**config.mk**
```make
export PLATFORM = sky130hd
export DESIGN_NAME = neuron_fetch_top
export DESIGN_NICKNAME = d
export VERILOG_FILES = /design/src/nn_cfg_pkg.sv /design/src/nn_operand_pkg.sv /design/src/fetch_sequencer.sv /design/src/operand_gather.sv /design/src/operand_queue.sv /design/src/neuron_fetch_top.sv
export SDC_FILE = /design/constraint.sdc
export NUM_CORES = 2
export LEC_CHECK = 0
export BUFFER_PORTS_ARGS = -buffer_cell sky130_fd_sc_hd__buf_2
export CORE_MARGIN = 5
export CORE_UTILIZATION = 50
export DETAILED_ROUTE_END_ITERATION = 8
export PLACE_DENSITY = 0.69
export SLEW_MARGIN = 20
export SYNTH_ARGS = -nofsm -noshare
export SYNTH_HDL_FRONTEND = slang
export SYNTH_HIERARCHICAL = 1
export SYNTH_SLANG_ARGS = --single-unit
```
**constraint.sdc**
```tcl
create_clock -name clk -period 21.9 [get_ports clk]
set_input_delay 2.19 -clock clk [delete_from_list [all_inputs] [get_ports clk]]
set_output_delay 2.19 -clock clk [all_outputs]
set_load 0.02 [all_outputs]
```
**src/nn_cfg_pkg.sv**
```systemverilog
`default_nettype none

package nn_cfg_pkg;

    localparam int CFG_WORD_W = 256;
    localparam int CFG_ADDR_W = 17;

    // field widths inside configuration words
    localparam int LCOUNT_W    = 11;
    localparam int NINPUTS_W   = 10;
    localparam int SHIFT_W     = 5;
    localparam int CHUNK_LANES = 8;
    localparam int CHUNK_IDX_W = 10;
    localparam int CHUNK_WGT_W = 16;

    typedef logic [CFG_ADDR_W-1:0] cfg_addr_t;

    // header word and layer entry share this layout
    typedef struct packed {
        logic [LCOUNT_W-1:0] count;
        cfg_addr_t           location;
        logic [3:0]          reserved;
    } layer_hdr_t;

    // low 128 bits of a neuron-table word
    typedef struct packed {
        logic [NINPUTS_W-1:0] ninputs;
        cfg_addr_t            lbase;
        cfg_addr_t            oloc;
        cfg_addr_t            nimap;
        cfg_addr_t            wimap;
        cfg_addr_t            neuron_table;
        logic [SHIFT_W-1:0]   neuron_shift;
        logic [SHIFT_W-1:0]   post_shift;
        logic [22:0]          unused;
    } neuron_tbl_t;

    // indices in 79:0 and weights in 223:96 with lane 0 lowest
    typedef struct packed {
        logic [31:0]                                   unused_hi;
        logic [CHUNK_LANES-1:0][CHUNK_WGT_W-1:0]       weight;
        logic [15:0]                                   unused_mid;
        logic [CHUNK_LANES-1:0][CHUNK_IDX_W-1:0]       index;
    } chunk_word_t;

endpackage

`default_nettype wire

```
**src/nn_operand_pkg.sv**
```systemverilog
`default_nettype none

package nn_operand_pkg;

    localparam int LANES       = nn_cfg_pkg::CHUNK_LANES;
    localparam int IN_W        = 24;
    localparam int W_W         = nn_cfg_pkg::CHUNK_WGT_W;
    localparam int DATA_ADDR_W = 17;
    localparam int INDEX_W     = nn_cfg_pkg::CHUNK_IDX_W;
    localparam int QUEUE_DEPTH = 4;
    localparam int QUEUE_PTR_W = $clog2(QUEUE_DEPTH);
    localparam int QUEUE_CNT_W = $clog2(QUEUE_DEPTH + 1);

    typedef logic [DATA_ADDR_W-1:0]            data_addr_t;
    typedef logic [LANES-1:0][DATA_ADDR_W-1:0] lane_addr_t;
    typedef logic [LANES-1:0][IN_W-1:0]        lane_in_t;
    typedef logic [LANES-1:0][W_W-1:0]         lane_wgt_t;

    typedef struct packed {
        lane_addr_t                              addr;
        lane_wgt_t                               weight;
        // remaining count before this chunk
        logic [nn_cfg_pkg::NINPUTS_W-1:0]        ninputs_left;
        nn_cfg_pkg::cfg_addr_t                   neuron_table;
        logic [nn_cfg_pkg::SHIFT_W-1:0]          neuron_shift;
        logic [nn_cfg_pkg::SHIFT_W-1:0]          post_shift;
        data_addr_t                              oloc;
        logic [nn_cfg_pkg::LCOUNT_W-1:0]         neuron_number;
    } chunk_t;

    typedef struct packed {
        lane_in_t                                inputs;
        lane_wgt_t                               weights;
        nn_cfg_pkg::cfg_addr_t                   neuron_table;
        logic [nn_cfg_pkg::SHIFT_W-1:0]          neuron_shift;
        logic [nn_cfg_pkg::SHIFT_W-1:0]          post_shift;
        data_addr_t                              oloc;
        logic [nn_cfg_pkg::NINPUTS_W-1:0]        ninputs;
        logic [nn_cfg_pkg::LCOUNT_W-1:0]         neuron_number;
    } operand_t;

endpackage

`default_nettype wire

```
**src/fetch_sequencer.sv**
```systemverilog
`default_nettype none

module fetch_sequencer (
    input  logic                              clk,
    input  logic                              reset,
    input  logic                              i_start,
    input  nn_cfg_pkg::cfg_addr_t             i_table_base,
    input  logic [nn_cfg_pkg::CFG_WORD_W-1:0] i_cfg_data,
    input  logic                              i_nearly_full,
    input  logic                              i_layer_done,
    output nn_cfg_pkg::cfg_addr_t             o_cfg_addr,
    output logic                              o_chunk_valid,
    output nn_operand_pkg::chunk_t            o_chunk,
    output logic                              o_finish
);

    import nn_cfg_pkg::*;
    import nn_operand_pkg::*;

    typedef enum logic [2:0] {
        S_IDLE,
        S_HDR,
        S_LAYER,
        S_NEURON,
        S_CHUNK,
        S_NEXT,
        S_LWAIT
    } state_t;

    state_t state;
    state_t state_n;

    layer_hdr_t  hdr_word;
    neuron_tbl_t tbl_word;
    chunk_word_t chunk_word;
    neuron_tbl_t tbl_q;

    cfg_addr_t layer_ptr;
    cfg_addr_t neuron_ptr;
    cfg_addr_t chunk_ptr;

    logic [LCOUNT_W-1:0]  layer_left;
    logic [LCOUNT_W-1:0]  neuron_left;
    logic [LCOUNT_W-1:0]  neuron_idx;
    logic [LCOUNT_W-1:0]  cur_number;
    logic [NINPUTS_W-1:0] rem;
    logic [NINPUTS_W-1:0] issue_left;
    logic                 issue;
    logic                 chunk_valid_q;
    logic                 finish_q;

    // header, layer entry and neuron table all sit in the low bits of the word
    assign hdr_word   = i_cfg_data[$bits(layer_hdr_t)-1:0];
    assign tbl_word   = i_cfg_data[$bits(neuron_tbl_t)-1:0];
    assign chunk_word = i_cfg_data;

    // new chunk reads only while the queue has room for the two in flight
    assign issue = (state == S_CHUNK) && (rem != '0) && !i_nearly_full;

    always_comb
    begin
        state_n    = state;
        o_cfg_addr = chunk_ptr;
        case (state)
            S_IDLE:
            begin
                o_cfg_addr = i_table_base;
                if (i_start)
                    state_n = S_HDR;
            end
            S_HDR:
            begin
                o_cfg_addr = hdr_word.location;
                state_n    = (hdr_word.count != '0) ? S_LAYER : S_IDLE;
            end
            S_LAYER:
            begin
                o_cfg_addr = hdr_word.location;
                state_n    = (hdr_word.count != '0) ? S_NEURON : S_LWAIT;
            end
            S_NEURON:
                state_n = S_CHUNK;
            S_CHUNK:
            begin
                if ((rem == '0) || (issue && (rem <= NINPUTS_W'(LANES))))
                    state_n = S_NEXT;
            end
            S_NEXT:
            begin
                o_cfg_addr = neuron_ptr;
                state_n    = (neuron_left != '0) ? S_NEURON : S_LWAIT;
            end
            S_LWAIT:
            begin
                o_cfg_addr = layer_ptr;
                if (i_layer_done)
                    state_n = (layer_left != '0) ? S_LAYER : S_IDLE;
            end
            default:
                state_n = S_IDLE;
        endcase
    end

    always_ff @(posedge clk or posedge reset)
    begin
        if (reset)
        begin
            state         <= S_IDLE;
            chunk_valid_q <= 1'b0;
            finish_q      <= 1'b0;
            layer_ptr     <= '0;
            neuron_ptr    <= '0;
            chunk_ptr     <= '0;
            layer_left    <= '0;
            neuron_left   <= '0;
            neuron_idx    <= '0;
            rem           <= '0;
        end
        else
        begin
            state         <= state_n;
            chunk_valid_q <= issue;
            case (state)
                S_IDLE:
                begin
                    if (i_start)
                        finish_q <= 1'b0;
                end
                S_HDR:
                begin
                    layer_ptr  <= hdr_word.location + 1'b1;
                    layer_left <= hdr_word.count - 1'b1;
                    if (hdr_word.count == '0)
                        finish_q <= 1'b1;
                end
                S_LAYER:
                begin
                    neuron_ptr  <= hdr_word.location + 1'b1;
                    neuron_left <= hdr_word.count - 1'b1;
                    neuron_idx  <= '0;
                end
                S_NEURON:
                begin
                    chunk_ptr  <= tbl_word.wimap;
                    rem        <= tbl_word.ninputs;
                    neuron_idx <= neuron_idx + 1'b1;
                end
                S_CHUNK:
                begin
                    if (issue)
                    begin
                        chunk_ptr <= chunk_ptr + 1'b1;
                        rem <= (rem > NINPUTS_W'(LANES)) ? rem - NINPUTS_W'(LANES) : '0;
                    end
                end
                S_NEXT:
                begin
                    if (neuron_left != '0)
                    begin
                        neuron_ptr  <= neuron_ptr + 1'b1;
                        neuron_left <= neuron_left - 1'b1;
                    end
                end
                S_LWAIT:
                begin
                    if (i_layer_done)
                    begin
                        if (layer_left != '0)
                        begin
                            layer_ptr  <= layer_ptr + 1'b1;
                            layer_left <= layer_left - 1'b1;
                        end
                        else
                            finish_q <= 1'b1;
                    end
                end
                default:
                    finish_q <= finish_q;
            endcase
        end
    end

    // table stays put until the last chunk of the neuron has returned
    always_ff @(posedge clk)
    begin
        if (state == S_NEURON)
        begin
            tbl_q      <= tbl_word;
            cur_number <= neuron_idx;
        end
        if (issue)
            issue_left <= rem;
    end

    always_comb
    begin
        for (int l = 0; l < LANES; l++)
            o_chunk.addr[l] = tbl_q.lbase + DATA_ADDR_W'(chunk_word.index[l]);
        o_chunk.weight        = chunk_word.weight;
        o_chunk.ninputs_left  = issue_left;
        o_chunk.neuron_table  = tbl_q.neuron_table;
        o_chunk.neuron_shift  = tbl_q.neuron_shift;
        o_chunk.post_shift    = tbl_q.post_shift;
        o_chunk.oloc          = tbl_q.oloc;
        o_chunk.neuron_number = cur_number;
    end

    assign o_chunk_valid = chunk_valid_q;
    assign o_finish      = finish_q;

endmodule

`default_nettype wire

```
**src/operand_gather.sv**
```systemverilog
`default_nettype none

module operand_gather (
    input  logic                       clk,
    input  logic                       reset,
    input  logic                       i_chunk_valid,
    input  nn_operand_pkg::chunk_t     i_chunk,
    input  nn_operand_pkg::lane_in_t   i_data,
    output nn_operand_pkg::lane_addr_t o_data_addr,
    output logic                       o_wr,
    output nn_operand_pkg::operand_t   o_wr_data
);

    import nn_operand_pkg::*;

    chunk_t chunk_q;
    logic   valid_q;

    // data memory answers one cycle after the address
    assign o_data_addr = i_chunk.addr;
    assign o_wr        = valid_q;

    always_ff @(posedge clk or posedge reset)
    begin
        if (reset)
            valid_q <= 1'b0;
        else
            valid_q <= i_chunk_valid;
    end

    always_ff @(posedge clk)
    begin
        if (i_chunk_valid)
            chunk_q <= i_chunk;
    end

    always_comb
    begin
        for (int l = 0; l < LANES; l++)
        begin
            // lanes past the remaining count carry nothing
            if (l < int'(chunk_q.ninputs_left))
            begin
                o_wr_data.inputs[l]  = i_data[l];
                o_wr_data.weights[l] = chunk_q.weight[l];
            end
            else
            begin
                o_wr_data.inputs[l]  = '0;
                o_wr_data.weights[l] = '0;
            end
        end
        o_wr_data.neuron_table  = chunk_q.neuron_table;
        o_wr_data.neuron_shift  = chunk_q.neuron_shift;
        o_wr_data.post_shift    = chunk_q.post_shift;
        o_wr_data.oloc          = chunk_q.oloc;
        o_wr_data.ninputs       = chunk_q.ninputs_left;
        o_wr_data.neuron_number = chunk_q.neuron_number;
    end

endmodule

`default_nettype wire

```
**src/operand_queue.sv**
```systemverilog
`default_nettype none

module operand_queue (
    input  logic                     clk,
    input  logic                     reset,
    input  logic                     i_wr,
    input  nn_operand_pkg::operand_t i_wr_data,
    input  logic                     i_stopin,
    output logic                     o_nearly_full,
    output logic                     o_push,
    output nn_operand_pkg::operand_t o_operand
);

    import nn_operand_pkg::*;

    operand_t               mem [QUEUE_DEPTH];
    logic [QUEUE_PTR_W-1:0] wr_ptr;
    logic [QUEUE_PTR_W-1:0] rd_ptr;
    logic [QUEUE_CNT_W-1:0] count;
    logic                   empty;
    logic                   pop;
    logic                   store;
    operand_t               head;

    assign empty = (count == '0);
    // an empty queue hands a fresh record straight through
    assign head  = empty ? i_wr_data : mem[rd_ptr];
    assign pop   = (!empty || i_wr) && !i_stopin;
    assign store = i_wr && !(empty && pop);

    assign o_nearly_full = (count > QUEUE_CNT_W'(1));

    always_ff @(posedge clk or posedge reset)
    begin
        if (reset)
        begin
            wr_ptr <= '0;
            rd_ptr <= '0;
            count  <= '0;
            o_push <= 1'b0;
        end
        else
        begin
            o_push <= pop;
            count  <= count + QUEUE_CNT_W'(i_wr) - QUEUE_CNT_W'(pop);
            if (store)
                wr_ptr <= wr_ptr + 1'b1;
            if (pop && !empty)
                rd_ptr <= rd_ptr + 1'b1;
        end
    end

    always_ff @(posedge clk)
    begin
        if (store)
            mem[wr_ptr] <= i_wr_data;
        if (pop)
            o_operand <= head;
    end

endmodule

`default_nettype wire

```
**src/neuron_fetch_top.sv**
```systemverilog
`default_nettype none

module neuron_fetch_top (
    input  logic                              clk,
    input  logic                              reset,
    input  logic                              i_start,
    input  nn_cfg_pkg::cfg_addr_t             i_table_base,
    output nn_cfg_pkg::cfg_addr_t             o_cfg_addr,
    input  logic [nn_cfg_pkg::CFG_WORD_W-1:0] i_cfg_data,
    output nn_operand_pkg::lane_addr_t        o_data_addr,
    input  nn_operand_pkg::lane_in_t          i_data,
    input  logic                              i_stopin,
    input  logic                              i_layer_done,
    output logic                              o_push,
    output nn_operand_pkg::operand_t          o_operand,
    output logic                              o_finish
);

    import nn_operand_pkg::*;

    logic     chunk_valid;
    chunk_t   chunk;
    logic     wr;
    operand_t wr_data;
    logic     nearly_full;

    fetch_sequencer u_sequencer (
        .clk           (clk),
        .reset         (reset),
        .i_start       (i_start),
        .i_table_base  (i_table_base),
        .i_cfg_data    (i_cfg_data),
        .i_nearly_full (nearly_full),
        .i_layer_done  (i_layer_done),
        .o_cfg_addr    (o_cfg_addr),
        .o_chunk_valid (chunk_valid),
        .o_chunk       (chunk),
        .o_finish      (o_finish)
    );

    operand_gather u_gather (
        .clk           (clk),
        .reset         (reset),
        .i_chunk_valid (chunk_valid),
        .i_chunk       (chunk),
        .i_data        (i_data),
        .o_data_addr   (o_data_addr),
        .o_wr          (wr),
        .o_wr_data     (wr_data)
    );

    operand_queue u_queue (
        .clk           (clk),
        .reset         (reset),
        .i_wr          (wr),
        .i_wr_data     (wr_data),
        .i_stopin      (i_stopin),
        .o_nearly_full (nearly_full),
        .o_push        (o_push),
        .o_operand     (o_operand)
    );

endmodule

`default_nettype wire

```
==> impl_results.md <==
- Detailed Place HPWL: 172,000 um
- Max-capacitance violation count: 0
- Clk_lat worst skew: 0.87 ns
- Pleak: 40.7 nW
- Final ANT Viol Nets: 0
- Post-route DRC: 0
- Metal-1 WL: approximately 100,000 um
- Hold Crit Depth: 0
- Post-synth top area share: between 60% and 70%
- Row cnt: 163
- CTS tree: done
- Wirelength per Cell: 26.9 um
- Number of synthesis warnings: 6
- Vias after detailed routing: 57,417
- Met2 routed WL: 131,000 um
- Post-DR vias/cell: about 5.8
- CTS buffer count: 225
- CORE AREA: a little under 200,000 sq um
- Power Dens Cells: 131 nW/um^2
- Setup TNS after final layout: 0 ns
- Number of I/O port buffers: 973
- Grt total ovfl: 0
- Status: finished clean
- Final WS setup: 14.57 ns
- Top cells by area, synth: edfxtp_1 (67%), mux4_2 (8.8%), nand2_1 (4.9%)
- First-pass GRT wire length: 386,000 um
- Cell area after synthesis: just under 100,000 sq um
- Dpl ws: roughly 15 ns
- Async S/R FF share, synth: ~4.7%
- Hold-fix buffers, CTS: 0
- Clock transition at the registers of the reported paths: 0.05 ns
- DRT Pass-1 Iters: 8
- Reg2Reg Depth: 7
- CTS Sinks: 2,308
- Post-Layout Cell Count: about 10,000
- H-tree depth: 4
- DR iter-0 viols: ~6,000
- Largest net degree at the start of global routing: 165
- Final WL: 268,000 um
- Initial antenna violation count: 63
- Dpl cells: between 9,000 and 10,000
- Core Util, Final: 56.3%
- Fin crit share: 33.5%
- Final hold vios: 0
- Post-synthesis sequential area ratio: 69.7%
- Synthesis-to-layout area growth: 12.3%
- Final setup viols: 0
- WP data arrival: 5.14 ns
- Endpoint, Worst Hold: u_gather/o_wr_data[12]
- DR WL met3: about 20,000 um
- RSZ-0062 raised after global routing: false
- Worst VDD drop: 0.000105 V
- Die span in y: 454 um
- Starting density of the core: 50.1%
- CTS Root Cell: clkbuf_16
- Critical path required time: 19.71 ns
- Synthesized net count: 7,100
- Uppermost routed layer: met5
- Crit path launch type: input port
- GRT Resource Usage Total: 25.3%
- FMAX: 136 MHz
- Num ports: 1,010
- Min-delay worst type: flip-flop to flip-flop
- Longest Clk Path Bufs: 3
- Worst reg2reg endpoint: u_queue/o_operand[333]
- Synth Instances: about 6,500
- Max Fanout on Critical Path: 3
- Layout cells sized above 1: 25.1%
- Total Power: 14.6 mW
- DIE AREA: slightly above 200,000 sq um
- Number of setup buffers added after CTS: 0
- Die W: 454 um
- Yosys reg bits: 2,308
- Flop-to-flop setup slack: 16.30 ns
- Post-synth cell types: 82
- Clock skew: between 0.04 and 0.05 ns
- Worst Setup End Kind: primary output
- Slew Limit Headroom: 25.3%
- Worst R2R Start: u_queue/count[0]
- Main synth FF type: edfxtp_1
- Final worst path period need: 7.33 ns
- Nets: between 7,000 and 8,000
- Mean post-synth cell area: ~15 sq um
- Post-synth EDFFs: 2,200
- Vias in the first global route: between 50,000 and 60,000
- GP Congestion: 0.928
- Worst Tran Pin Value: 1.12 ns
- Hold Crit Start: u_sequencer/issue_left[1]
- Area leader, netlist: edfxtp_1
- PostCTS Resize Cnt: 0
- Setup CP Type: input port to primary output
- Max-slew violation count: 0
-- Yosys cell counts, types with 11 or more instances --
library cell	number
a22oi_1	15
buf_6	41
xnor2_1	70
nor2_1	165
buf_2	124
and2_1	13
a21oi_1	137
nand3_1	51
inv_1	281
mux4_2	385
o22a_1	15
mux2i_1	41
nor4_1	20
buf_1	17
clkbuf_1	140
o22ai_1	19
o21ai_0	105
and3_1	23
o21a_1	18
o211ai_1	13
o221ai_1	16
nand2_1	1294
nand4_1	19
a21boi_0	84
nor3_1	44
a31oi_1	255
dfrtp_1	108
edfxtp_1	2200
nor2b_1	11
a211oi_1	34
a22o_1	22
buf_4	400
xor2_1	56
ha_1	96
a21o_1	26
-- power by group --
| part | internal (mW) | total, mW | switching (mW) |
|---|---|---|---|
| clock network | 2.30 | 3.94 | 1.65 |
| logic | 1.62 | 4.57 | 2.95 |
| registers | 5.65 | 6.04 | 0.387 |
| total | 9.57 | 14.6 | 4.98 |
-- cell usage in the layout, fill, tap and decap left out, types with 16 or more instances in the layout --
cell type  instances
edfxtp_1        2200
nand2_1         1293
buf_2            973
mux4_2           385
inv_1            279
a31oi_1          255
clkbuf_16        229
nor2_1           162
a21oi_1          137
o21ai_0          105
dfrtp_1          104
ha_1              96
buf_4             82
a21boi_0          82
xnor2_1           70
xor2_1            56
nand3_1           51
clkinv_1          49
nor3_1            44
clkinv_2          43
mux2i_1           41
clkbuf_1          37
diode_2           34
a211oi_1          34
bufinv_16         30
a21o_1            26
and3_1            23
a22o_1            22
nor4_1            20
nand4_1           19
o22ai_1           19
o21a_1            18
o221ai_1          16
-- registers in the layout, summed over array words and instances, names as in the netlist, 11 cells and up --
name / cells
u_gather/chunk_q: 128
u_gather/o_wr_data: 65
u_queue/mem: 1540
u_queue/o_operand: 385
u_sequencer/chunk_ptr: 17
u_sequencer/cur_number: 11
u_sequencer/layer_left: 11
u_sequencer/layer_ptr: 17
u_sequencer/neuron_idx: 11
u_sequencer/neuron_left: 11
u_sequencer/neuron_ptr: 17
u_sequencer/o_chunk: 44
u_sequencer/tbl_q: 17
-- critical path, stage by stage --
cell       delay (ns)
buf_2            0.12
ha_1             0.34
a211oi_1         0.64
o21ai_0          0.36
a2111oi_0        0.83
nor3b_1          0.15
xnor2_1          0.27
buf_2            0.22
-- layer usage --
metal / vias up / track usage [%]
li1: 25279 / -
met1: 28991 / 32.9
met2: 2613 / 41.3
met3: 526 / 4.64
met4: 8 / 12.6
met5: - / 0
-- how the worst max path moves through the flow --
stage / from / to / slack, ns / cells past startpoint
after floorplan: i_stopin / u_queue/o_push / 2.10 / 1
after CTS: i_cfg_data[40] / o_data_addr[79] / 14.54 / 8
after global placement: i_cfg_data[40] / o_data_addr[83] / 14.59 / 8
after global routing: i_cfg_data[41] / o_data_addr[83] / 14.35 / 8
after detailed placement: i_cfg_data[41] / o_data_addr[83] / 14.56 / 8
final: i_cfg_data[40] / o_data_addr[79] / 14.57 / 8
-- logic make-up (layout without fill, tap and decap cells) --
logic type | count (synthesis) | count (layout) | synth area share [%]
AO/OA/AOI/OAI | 845 | 845 | 5.64
XOR/XNOR | 126 | 126 | 1.12
adder cells (fa/ha/maj) | 105 | 105 | 1.40
buffers and inverters | 1006 | 1769 | 5.82
flip-flops | 2308 | 2308 | 69.7
multiplexers | 427 | 427 | 9.22
other | 0 | 34 | 0
AND/OR/NAND/NOR | 1708 | 1708 | 7.12
-- layout make-up --
cell class                      count  area (sq um)
Antenna cell                       34          85.1
Fill cell                       15262         86000
Clock inverter                    141          1560
Tap cell                         2640          3300
Inverter                          284          1070
Multi-Input combinational cell   3211         24200
Timing Repair Buffer             1068          5730
Clock buffer                      276          6010
Sequential cell                  2308         68800
-- metrics by stage --
stage / hold WS (ns) / area (sq um)
5_1_grt: 0.422 / 111000
2_1_floorplan: 0.400 / 98700
3_5_place_dp: 0.405 / 103000
6_report: 0.416 / 111000
4_1_cts: 0.418 / 111000
3_3_place_gp: 0.401 / 103000
Power figures use the tool's default switching activity.
